**config.mk**
```make
export PLATFORM = sky130hd
export DESIGN_NAME = actCtrlTop
export DESIGN_NICKNAME = d
export VERILOG_FILES = /design/src/design/actCfgPkg.sv /design/src/design/actStreamPkg.sv /design/src/design/actCfgRegs.sv /design/src/design/actCtrlTop.sv /design/src/design/actFetchCredit.sv /design/src/design/actLoopCtrl.sv
export VERILOG_INCLUDE_DIRS = /design/src /design/src/design
export SDC_FILE = /design/constraint.sdc
export NUM_CORES = 1
export LEC_CHECK = 0
export BUFFER_PORTS_ARGS = -buffer_cell sky130_fd_sc_hd__buf_2
export CORE_ASPECT_RATIO = 1.4
export CORE_MARGIN = 2
export CORE_UTILIZATION = 50
export DETAILED_ROUTE_END_ITERATION = 10
export PLACE_DENSITY = 0.72
export SYNTH_ARGS = -nofsm -noshare
export SYNTH_HDL_FRONTEND = slang
export SYNTH_SLANG_ARGS = --single-unit
```
**constraint.sdc**
```tcl
create_clock -name clk -period 24.1 [get_ports clk]
set_input_delay 1.205 -clock clk [delete_from_list [all_inputs] [get_ports clk]]
set_output_delay 1.205 -clock clk [all_outputs]
set_load 0.01 [all_outputs]
```
**src/design/act_config.svh**
```systemverilog
`ifndef ACT_CONFIG_SVH
`define ACT_CONFIG_SVH

//==========================================================================
// Datapath widths
//==========================================================================

`define ACT_DATA_W 16   // One activation word

//==========================================================================
// Loop shape field widths, every count stored minus one
//==========================================================================

`define ROW_W 5         // Row length, also rows per block
`define BLK_W 4         // Blocks per frame
`define FRM_W 4         // Frames per patch
`define PAT_W 4         // Patches per layer
`define GRP_W 4         // Filter groups per layer

// Total words of one layer
`define WORDS_W 24

//==========================================================================
// Flow control
//==========================================================================

`define ACT_CREDITS 4   // Slots on the PE array side
`define CRD_W 3         // Must hold 0 .. ACT_CREDITS

`endif

```
**src/design/actCfgPkg.sv**
```systemverilog
`include "act_config.svh"

package actCfgPkg;

    // Register address, selects how the write word is decoded
    typedef logic [0:0] cfgAddr_t;

    localparam cfgAddr_t CFG_ADDR_SHAPE = 1'b0;
    localparam cfgAddr_t CFG_ADDR_LOOP = 1'b1;

    localparam int CFG_WORD_W = 32;

    // Shape of one patch
    typedef struct packed {
        logic [`ROW_W-1:0] lenRow;   // Words per row minus one
        logic [`BLK_W-1:0] numBlk;   // Blocks per frame minus one
        logic [`FRM_W-1:0] numFrm;   // Frames per patch minus one
    } cfgShape_t;

    // Pass loops and their order
    typedef struct packed {
        logic [`PAT_W-1:0] numPat;
        logic [`GRP_W-1:0] numFtrGrp;
        logic patchFirst;            // 1 means patch index is the inner loop
    } cfgLoop_t;

    localparam int SHAPE_PAD_W = CFG_WORD_W - $bits(cfgShape_t);
    localparam int LOOP_PAD_W = CFG_WORD_W - $bits(cfgLoop_t);

    // Fields sit in the low bits, upper bits are don't care
    typedef union packed {
        struct packed {
            logic [SHAPE_PAD_W-1:0] pad;
            cfgShape_t f;
        } shape;
        struct packed {
            logic [LOOP_PAD_W-1:0] pad;
            cfgLoop_t f;
        } loops;
    } cfgWord_u;

endpackage

```
**src/design/actStreamPkg.sv**
```systemverilog
`include "act_config.svh"

package actStreamPkg;

    // One activation word as it comes from memory
    typedef logic [`ACT_DATA_W-1:0] actData_t;

    // Which pass index moves fastest
    typedef enum logic {
        FTRGRP_INNER = 1'b0,   // All filter groups for one patch, then next patch
        PATCH_INNER = 1'b1     // All patches for one filter group, then next group
    } loopOrder_e;

endpackage

```
**src/design/actCfgRegs.sv**
```systemverilog
`include "act_config.svh"

module actCfgRegs
    import actCfgPkg::*;
(
    input  logic                clk,
    input  logic                rst_n,
    input  logic                cfgWrEn,
    input  cfgAddr_t            cfgAddr,
    input  cfgWord_u            cfgData,
    input  logic                start,
    input  logic                busy,
    output logic [`ROW_W-1:0]   lenRow,
    output logic [`BLK_W-1:0]   numBlk,
    output logic [`FRM_W-1:0]   numFrm,
    output logic [`PAT_W-1:0]   numPat,
    output logic [`GRP_W-1:0]   numFtrGrp,
    output logic                patchFirst,
    output logic [`WORDS_W-1:0] layerWords
);

    // Loop extents widened to the word count
    logic [`WORDS_W-1:0] extRow;
    logic [`WORDS_W-1:0] extBlk;
    logic [`WORDS_W-1:0] extFrm;
    logic [`WORDS_W-1:0] extPat;
    logic [`WORDS_W-1:0] extGrp;

    assign extRow = `WORDS_W'(lenRow) + 1'b1;
    assign extBlk = `WORDS_W'(numBlk) + 1'b1;
    assign extFrm = `WORDS_W'(numFrm) + 1'b1;
    assign extPat = `WORDS_W'(numPat) + 1'b1;
    assign extGrp = `WORDS_W'(numFtrGrp) + 1'b1;

    // Config write port, locked while a layer runs
    always_ff @(posedge clk or negedge rst_n) begin
        if (!rst_n) begin
            lenRow <= '0;
            numBlk <= '0;
            numFrm <= '0;
            numPat <= '0;
            numFtrGrp <= '0;
            patchFirst <= 1'b0;
        end else if (cfgWrEn && !busy) begin
            case (cfgAddr)
                CFG_ADDR_SHAPE: begin
                    lenRow <= cfgData.shape.f.lenRow;
                    numBlk <= cfgData.shape.f.numBlk;
                    numFrm <= cfgData.shape.f.numFrm;
                end
                default: begin
                    numPat <= cfgData.loops.f.numPat;
                    numFtrGrp <= cfgData.loops.f.numFtrGrp;
                    patchFirst <= cfgData.loops.f.patchFirst;
                end
            endcase
        end
    end

    // Square block, so the row extent counts twice
    always_ff @(posedge clk or negedge rst_n) begin
        if (!rst_n) begin
            layerWords <= '0;
        end else if (start && !busy) begin
            layerWords <= extRow * extRow * extBlk * extFrm * extPat * extGrp;
        end
    end

endmodule

```
**src/design/actCtrlTop.sv**
```systemverilog
`include "act_config.svh"

module actCtrlTop
    import actCfgPkg::*;
    import actStreamPkg::*;
(
    input  logic     clk,
    input  logic     rst_n,
    input  logic     cfgWrEn,
    input  cfgAddr_t cfgAddr,
    input  cfgWord_u cfgData,
    input  logic     start,
    output logic     busy,
    output logic     actReq,
    input  logic     actValid,
    input  actData_t actData,
    output logic     outValid,
    output actData_t outData,
    output logic     outFrtRow,
    output logic     outLstRow,
    output logic     outLstBlk,
    output logic     outFrtBlk,
    output logic     outEvenFrm,
    output logic     outValPsum,
    output logic     outValCol,
    output logic     outNextPatch,
    output logic     outNextFtrGrp,
    output logic     layerDone,
    input  logic     outCredit
);

    // ======================================================================
    // Config to loop control and fetch
    // ======================================================================

    logic [`ROW_W-1:0]   lenRow;
    logic [`BLK_W-1:0]   numBlk;
    logic [`FRM_W-1:0]   numFrm;
    logic [`PAT_W-1:0]   numPat;
    logic [`GRP_W-1:0]   numFtrGrp;
    logic                patchFirst;
    logic [`WORDS_W-1:0] layerWords;

    // Markers of the word now on actData
    logic frtActRow, lstActRow, lstActBlk, frtBlk, evenFrm;
    logic valPsum, valCol, nextPatch, nextFtrGrp, lstActLay;

    actCfgRegs cfgRegs_i (
        .clk(clk), .rst_n(rst_n), .cfgWrEn(cfgWrEn), .cfgAddr(cfgAddr),
        .cfgData(cfgData), .start(start), .busy(busy),
        .lenRow(lenRow), .numBlk(numBlk), .numFrm(numFrm), .numPat(numPat),
        .numFtrGrp(numFtrGrp), .patchFirst(patchFirst), .layerWords(layerWords)
    );

    // A start during a layer must not disturb the counters
    actLoopCtrl loopCtrl_i (
        .clk(clk), .rst_n(rst_n), .start(start && !busy), .getAct(actValid),
        .lenRow(lenRow), .numBlk(numBlk), .numFrm(numFrm), .numPat(numPat),
        .numFtrGrp(numFtrGrp), .patchFirst(patchFirst),
        .frtActRow(frtActRow), .lstActRow(lstActRow), .lstActBlk(lstActBlk),
        .frtBlk(frtBlk), .evenFrm(evenFrm), .valPsum(valPsum), .valCol(valCol),
        .nextPatch(nextPatch), .nextFtrGrp(nextFtrGrp), .lstActLay(lstActLay)
    );

    actFetchCredit fetch_i (
        .clk(clk), .rst_n(rst_n), .start(start), .layerWords(layerWords),
        .actValid(actValid), .actData(actData), .outCredit(outCredit),
        .frtActRow(frtActRow), .lstActRow(lstActRow), .lstActBlk(lstActBlk),
        .frtBlk(frtBlk), .evenFrm(evenFrm), .valPsum(valPsum), .valCol(valCol),
        .nextPatch(nextPatch), .nextFtrGrp(nextFtrGrp), .lstActLay(lstActLay),
        .busy(busy), .actReq(actReq), .outValid(outValid), .outData(outData),
        .outFrtRow(outFrtRow), .outLstRow(outLstRow), .outLstBlk(outLstBlk),
        .outFrtBlk(outFrtBlk), .outEvenFrm(outEvenFrm), .outValPsum(outValPsum),
        .outValCol(outValCol), .outNextPatch(outNextPatch),
        .outNextFtrGrp(outNextFtrGrp), .layerDone(layerDone)
    );

endmodule

```
**src/design/actFetchCredit.sv**
```systemverilog
`include "act_config.svh"

module actFetchCredit
    import actStreamPkg::*;
(
    input  logic                clk,
    input  logic                rst_n,
    input  logic                start,
    input  logic [`WORDS_W-1:0] layerWords,
    input  logic                actValid,
    input  actData_t            actData,
    input  logic                outCredit,
    input  logic                frtActRow,
    input  logic                lstActRow,
    input  logic                lstActBlk,
    input  logic                frtBlk,
    input  logic                evenFrm,
    input  logic                valPsum,
    input  logic                valCol,
    input  logic                nextPatch,
    input  logic                nextFtrGrp,
    input  logic                lstActLay,
    output logic                busy,
    output logic                actReq,
    output logic                outValid,
    output actData_t            outData,
    output logic                outFrtRow,
    output logic                outLstRow,
    output logic                outLstBlk,
    output logic                outFrtBlk,
    output logic                outEvenFrm,
    output logic                outValPsum,
    output logic                outValCol,
    output logic                outNextPatch,
    output logic                outNextFtrGrp,
    output logic                layerDone
);

    logic [`CRD_W-1:0]   crdCnt;    // Free slots on the PE array side
    logic [`WORDS_W-1:0] reqCnt;    // Requests issued in this layer
    logic                startAcc;

    assign startAcc = start && !busy;

    // One request per cycle while credits and words remain
    assign actReq = busy && (crdCnt != '0) && (reqCnt != layerWords);

    // ======================================================================
    // Layer and credit bookkeeping
    // ======================================================================

    always_ff @(posedge clk or negedge rst_n) begin
        if (!rst_n) begin
            busy <= 1'b0;
            reqCnt <= '0;
        end else if (startAcc) begin
            busy <= 1'b1;
            reqCnt <= '0;
        end else begin
            if (layerDone) begin
                busy <= 1'b0;       // Falls right after the last word
            end
            if (actReq) begin
                reqCnt <= reqCnt + 1'b1;
            end
        end
    end

    always_ff @(posedge clk or negedge rst_n) begin
        if (!rst_n) begin
            crdCnt <= `CRD_W'(`ACT_CREDITS);
        end else begin
            case ({actReq, outCredit})
                2'b10: crdCnt <= crdCnt - 1'b1;
                2'b01: crdCnt <= crdCnt + 1'b1;
                default: crdCnt <= crdCnt;   // Spend and return cancel
            endcase
        end
    end

    // ======================================================================
    // Output stage, one cycle behind the memory return
    // ======================================================================

    always_ff @(posedge clk) begin
        outData <= actData;
    end

    always_ff @(posedge clk or negedge rst_n) begin
        if (!rst_n) begin
            outValid <= 1'b0;
            outFrtRow <= 1'b0;
            outLstRow <= 1'b0;
            outLstBlk <= 1'b0;
            outFrtBlk <= 1'b0;
            outEvenFrm <= 1'b0;
            outValPsum <= 1'b0;
            outValCol <= 1'b0;
            outNextPatch <= 1'b0;
            outNextFtrGrp <= 1'b0;
            layerDone <= 1'b0;
        end else begin
            outValid <= actValid;
            outFrtRow <= frtActRow;
            outLstRow <= lstActRow;
            outLstBlk <= lstActBlk;
            outFrtBlk <= frtBlk;
            outEvenFrm <= evenFrm;
            outValPsum <= valPsum;
            outValCol <= valCol;
            // Pass pulses only with a real word
            outNextPatch <= actValid && nextPatch;
            outNextFtrGrp <= actValid && nextFtrGrp;
            layerDone <= actValid && lstActLay;
        end
    end

endmodule

```
**src/design/actLoopCtrl.sv**
```systemverilog
`include "act_config.svh"

module actLoopCtrl
    import actStreamPkg::*;
(
    input  logic              clk,
    input  logic              rst_n,
    input  logic              start,
    input  logic              getAct,     // One word returned from memory
    input  logic [`ROW_W-1:0] lenRow,
    input  logic [`BLK_W-1:0] numBlk,
    input  logic [`FRM_W-1:0] numFrm,
    input  logic [`PAT_W-1:0] numPat,
    input  logic [`GRP_W-1:0] numFtrGrp,
    input  logic              patchFirst,
    output logic              frtActRow,
    output logic              lstActRow,
    output logic              lstActBlk,
    output logic              frtBlk,
    output logic              evenFrm,
    output logic              valPsum,
    output logic              valCol,
    output logic              nextPatch,
    output logic              nextFtrGrp,
    output logic              lstActLay
);

    // ======================================================================
    // Counter state
    // ======================================================================

    logic [`ROW_W-1:0] cntCol;
    logic [`ROW_W-1:0] cntRow;
    logic [`BLK_W-1:0] cntBlk;
    logic [`FRM_W-1:0] cntFrm;
    logic [`PAT_W-1:0] cntPat;
    logic [`GRP_W-1:0] cntGrp;

    logic       lstActFrm;
    logic       lstActPass;
    logic       lstPat;
    logic       lstGrp;
    logic       patStep;        // Patch index moves at the end of this pass
    logic       grpStep;        // Filter group index moves at the end of this pass
    loopOrder_e order;

    // ======================================================================
    // Word position markers
    // ======================================================================

    assign frtActRow = (cntCol == '0);
    assign lstActRow = (cntCol == lenRow);
    assign lstActBlk = (cntRow == lenRow) && lstActRow;
    assign lstActFrm = (cntBlk == numBlk) && lstActBlk;
    assign lstActPass = (cntFrm == numFrm) && lstActFrm;

    assign frtBlk = (cntBlk == '0);
    assign evenFrm = ~cntFrm[0];
    assign valCol = (cntCol >= `ROW_W'd2);   // First two columns only prime the window
    assign valPsum = (cntRow >= `ROW_W'd2);

    // ======================================================================
    // Pass ordering
    // ======================================================================

    assign order = loopOrder_e'(patchFirst);
    assign lstPat = (cntPat == numPat);
    assign lstGrp = (cntGrp == numFtrGrp);

    assign patStep = (order == PATCH_INNER) ? 1'b1 : lstGrp;
    assign grpStep = (order == FTRGRP_INNER) ? 1'b1 : lstPat;

    assign lstActLay = lstActPass && lstPat && lstGrp;

    // A single-valued index never changes, and the last pass has no successor
    assign nextPatch = lstActPass && patStep && (numPat != '0) && !lstActLay;
    assign nextFtrGrp = lstActPass && grpStep && (numFtrGrp != '0) && !lstActLay;

    // ======================================================================
    // Nested counters
    // ======================================================================

    always_ff @(posedge clk or negedge rst_n) begin
        if (!rst_n) begin
            cntCol <= '0;
            cntRow <= '0;
        end else if (start) begin
            cntCol <= '0;
            cntRow <= '0;
        end else if (getAct) begin
            cntCol <= lstActRow ? '0 : cntCol + 1'b1;
            if (lstActBlk) begin
                cntRow <= '0;
            end else if (lstActRow) begin
                cntRow <= cntRow + 1'b1;
            end
        end
    end

    always_ff @(posedge clk or negedge rst_n) begin
        if (!rst_n) begin
            cntBlk <= '0;
            cntFrm <= '0;
        end else if (start) begin
            cntBlk <= '0;
            cntFrm <= '0;
        end else if (getAct) begin
            if (lstActFrm) begin
                cntBlk <= '0;
            end else if (lstActBlk) begin
                cntBlk <= cntBlk + 1'b1;
            end
            if (lstActPass) begin
                cntFrm <= '0;
            end else if (lstActFrm) begin
                cntFrm <= cntFrm + 1'b1;
            end
        end
    end

    // Both pass indices wrap together on the last word of the layer
    always_ff @(posedge clk or negedge rst_n) begin
        if (!rst_n) begin
            cntPat <= '0;
            cntGrp <= '0;
        end else if (start) begin
            cntPat <= '0;
            cntGrp <= '0;
        end else if (getAct && lstActPass) begin
            if (patStep) begin
                cntPat <= lstPat ? '0 : cntPat + 1'b1;
            end
            if (grpStep) begin
                cntGrp <= lstGrp ? '0 : cntGrp + 1'b1;
            end
        end
    end

endmodule

```
==> impl_results.md <==
* Fin crit period at 17.32 ns
* Pin count of the biggest net entering global routing at 67
* Mean routed wirelength per cell at approximately 15 um
* RSZ-0062 raised after global routing: no
* First-pass GRT wire length at 65,600 um
* Worst-Margin Slew at between 1 and 1.5 ns
* 1st-iter DRT viols at 644
* YS warnings at 0
* Worst-Skew Late Latency at 0.42 ns
* Die area at 36,600 um2
* Post-layout nets at 2,478
* Remaining Overflow, GRT at 0
* Clock skew at 0.0155 ns
* Vias in the first global route at 14,200
* Post-route ant nets at 0
* Gpl congestion at roughly 0.92
* Num CTS Buffers at 17
* Worst setup EP type: flop
* HP Class: reg2reg
* Worst rel slew slack at 0.253
* Fillers at between 3,000 and 4,000
* Synthesized area at 17,500 um2
* Maximum vdd ir drop at 0.0722 mV
* Max stage delay on crit path at 0.74 ns
* Mean Syn Cell Area at around 8.6 um2
* WS Path Type: reg2reg
* Diodes inserted at 0
* Synth Flop Type: dfrtp_1
* Avg Vias per Cell at 5.49
* WP data required at between 20 and 25 ns
* Die H at about 230 um
* Post-synth EDFFs at 0
* Yosys reg bits at between 100 and 150
* Routed via count at 13,900
* Pre-Repair DR Iteration Count at 6
* # port buffers at 64
* Max Root-Sink Buffers at 2
* CP max stage cell: dfrtp_1
* Initial core utilization at 0.504
* Die Width at 162 um
* Pwr dens at 48.1 nW/um2
* Ports at between 80 and 90
* Area growth syn-to-layout at 8.06%
* Cts repair resizes at 0
* Crit path max fanout at 16
* Row Count at slightly above 80
* Sequential area share after synthesis at 0.177
* Synth Instances at 2,030
* Place WS at a little under 7 ns
* Design area at 18,900 um2
* Clock tree root buffer cell: clkbuf_16
* Worst path most repeated cell: fa_1
* H-tree depth at 4
* HPWL Detailed at 32,000 um
* Worst hold margin at 0.475 ns
* Final Slew Violations at 0
* FMAX at between 50 and 60 MHz
* Ys async rst share at 0.874
* Core Box Area at 34,800 um2
* Placed cell area at 18,300 um2
* Antenna violations before repair at 0
* Endpoints failing hold at 0
* Sink Count at around 130
* Setup TNS at 0 ns
* Synth cell types at between 70 and 80
* Clock input transition at the sequential cells of the worst setup and hold paths at around 0.060 ns
* Critical path data arrival time at 17.61 ns
* Maxcap violations at 0
* CTS tree: done
* Status: finished, final reports clean
* Cell count of the worst reg-to-reg path at 61
* Final setup fails at 0
* Critical Path Start Type: flop
* Share of layout cells above drive strength 1 at 0.0754
* Hold Path Stages at 1
* DRC violations left at 0
* Final worst slack at 6.78 ns
* Post-CTS Hold Buffers at 0
* Buffers inserted by post-CTS timing repair at 0
* Tcrit/Tclk final at 0.719
* Post-layout power at between 0.9 and 1 mW
* Total Wirelength at 38,900 um
* Lkg Pwr at about 9.3 nW
* Overall routing resource usage at 0.216
==> cell type report <==
type                    count  area (um2)  share of cell area
clock buffers              20         447              0.0236
clock inverters            12         208              0.0110
inverters                 252         946              0.0499
multi-input cells        1598       13300               0.702
flip-flops and latches    127        3100               0.164
well taps                 456         571              0.0301
repair buffers             72         383              0.0202
==> logic make-up (layout without fill, tap and decap cells) <==
logic type      count (synthesis)  in the layout  share of synthesized area
fa+ha+maj                     355            355                      0.342
compound gates                265            265                     0.0943
buf+inv                       306            356                     0.0657
simple gates                  765            765                      0.210
mux                            30             30                     0.0190
flops                         127            127                      0.177
other cells                     2              3                   0.000428
xor+xnor                      180            180                     0.0920
==> worst paths after layout <==
path	from	end	slack [ns]
min in group asynchronous	rst_n	fetch_i.reqCnt[19]	0.88
worst max register to register	cfgRegs_i.lenRow[0]	cfgRegs_i.layerWords[23]	6.78
worst min-delay path	fetch_i.layerDone	fetch_i.busy	0.47
worst min register to register	fetch_i.layerDone	fetch_i.busy	0.47
max in group asynchronous	rst_n	fetch_i.busy	22.08
worst max-delay path	cfgRegs_i.lenRow[0]	cfgRegs_i.layerWords[23]	6.78
==> through the flow <==
step	instances	util
global placement	2505	0.526
detailed placement	2505	0.526
floorplan	2031	-
global route	2537	0.545
finish	2537	0.545
CTS	2537	0.545
==> report_power, final <==
| part | switching (mW) | total [mW] | leakage [nW] | internal (mW) |
|---|---|---|---|---|
| clock | 0.0992 | 0.286 | 0.307 | 0.187 |
| sequential | 0.0353 | 0.276 | 1.54 | 0.241 |
| combinational | 0.207 | 0.348 | 7.43 | 0.141 |
| total | 0.342 | 0.911 | 9.28 | 0.569 |
==> registers in the layout, summed over array words and instances, names as in the netlist, 3 cells and up <==
register              flops
cfgRegs_i.layerWords     24
fetch_i.crdCnt            3
fetch_i.reqCnt           24
loopCtrl_i.cntPat         4
fetch_i.outData          16
loopCtrl_i.cntFrm         4
loopCtrl_i.cntGrp         4
loopCtrl_i.cntCol         5
loopCtrl_i.cntRow         5
loopCtrl_i.cntBlk         4
cfgRegs_i.numFrm          4
cfgRegs_i.numPat          4
cfgRegs_i.lenRow          5
cfgRegs_i.numBlk          4
cfgRegs_i.numFtrGrp       4
==> routing by layer <==
layer	GRT usage	vias to the layer above	wire length, um
met1	0.245	6951	15400
met5	0	-	0
met4	0.0754	0	1380
met2	0.416	243	21100
li1	-	6635	-
met3	0.0241	94	971
==> cells in the final DEF (no fill, tap or decap), types with 16 or more instances in the layout <==
master	netlist	routed
nor3_1	34	34
and3_1	20	20
ha_1	148	148
mux2_2	22	22
xnor2_1	88	88
clkbuf_16	0	17
o21ai_0	84	84
nand3_1	54	54
and2_1	87	87
a21o_1	19	19
nand2b_1	40	40
buf_2	3	63
nand2_1	222	222
dfxtp_1	16	16
fa_1	207	207
inv_1	250	250
nor2_1	205	205
dfrtp_1	110	110
xor2_1	89	89
a21oi_1	67	67
==> synthesized netlist by cell type, types with 3 or more instances <==
library cell	count	share of area
nand3_1	54	0.015
a211o_1	4	0.0020
nand4_1	15	0.0054
mux2_2	22	0.014
clkbuf_1	49	0.010
o21bai_1	12	0.0051
nand2_1	222	0.048
o21ai_1	6	0.0017
fa_1	207	0.24
o31ai_1	9	0.0039
nor3b_1	11	0.0047
o21ai_0	84	0.024
nor4_1	15	0.0054
mux2i_1	7	0.0040
or2_2	15	0.0054
a21o_1	19	0.0081
dfrtp_1	110	0.16
o211ai_1	3	0.0013
a21oi_1	67	0.019
nor2_1	205	0.044
inv_1	250	0.054
a31oi_1	13	0.0046
dfxtp_1	16	0.018
nand3b_1	4	0.0017
a21boi_0	4	0.0017
o2111ai_1	3	0.0015
a211oi_1	7	0.0030
nand2b_1	40	0.014
nor2b_1	16	0.0057
ha_1	148	0.11
o21a_1	11	0.0047
nor3_1	34	0.0097
and2_1	87	0.031
or4_1	4	0.0017
xor2_1	89	0.044
and3_1	20	0.0071
xnor2_1	88	0.044
or3_1	14	0.0050
buf_2	3	0.00086
==> critical path, delay by kind of cell, from the launching register on <==
family / cells / cell delay, ns
buffers and inverters: 8 / 0.38
xor gates and xnor gates: 10 / 3.12
adders and majority gates: 20 / 9.01
and+or+nand+nor: 15 / 2.42
AOI/OAI and AO/OA: 8 / 1.55
DFF: 1 / 0.74
(Power assumes the default switching activity.)
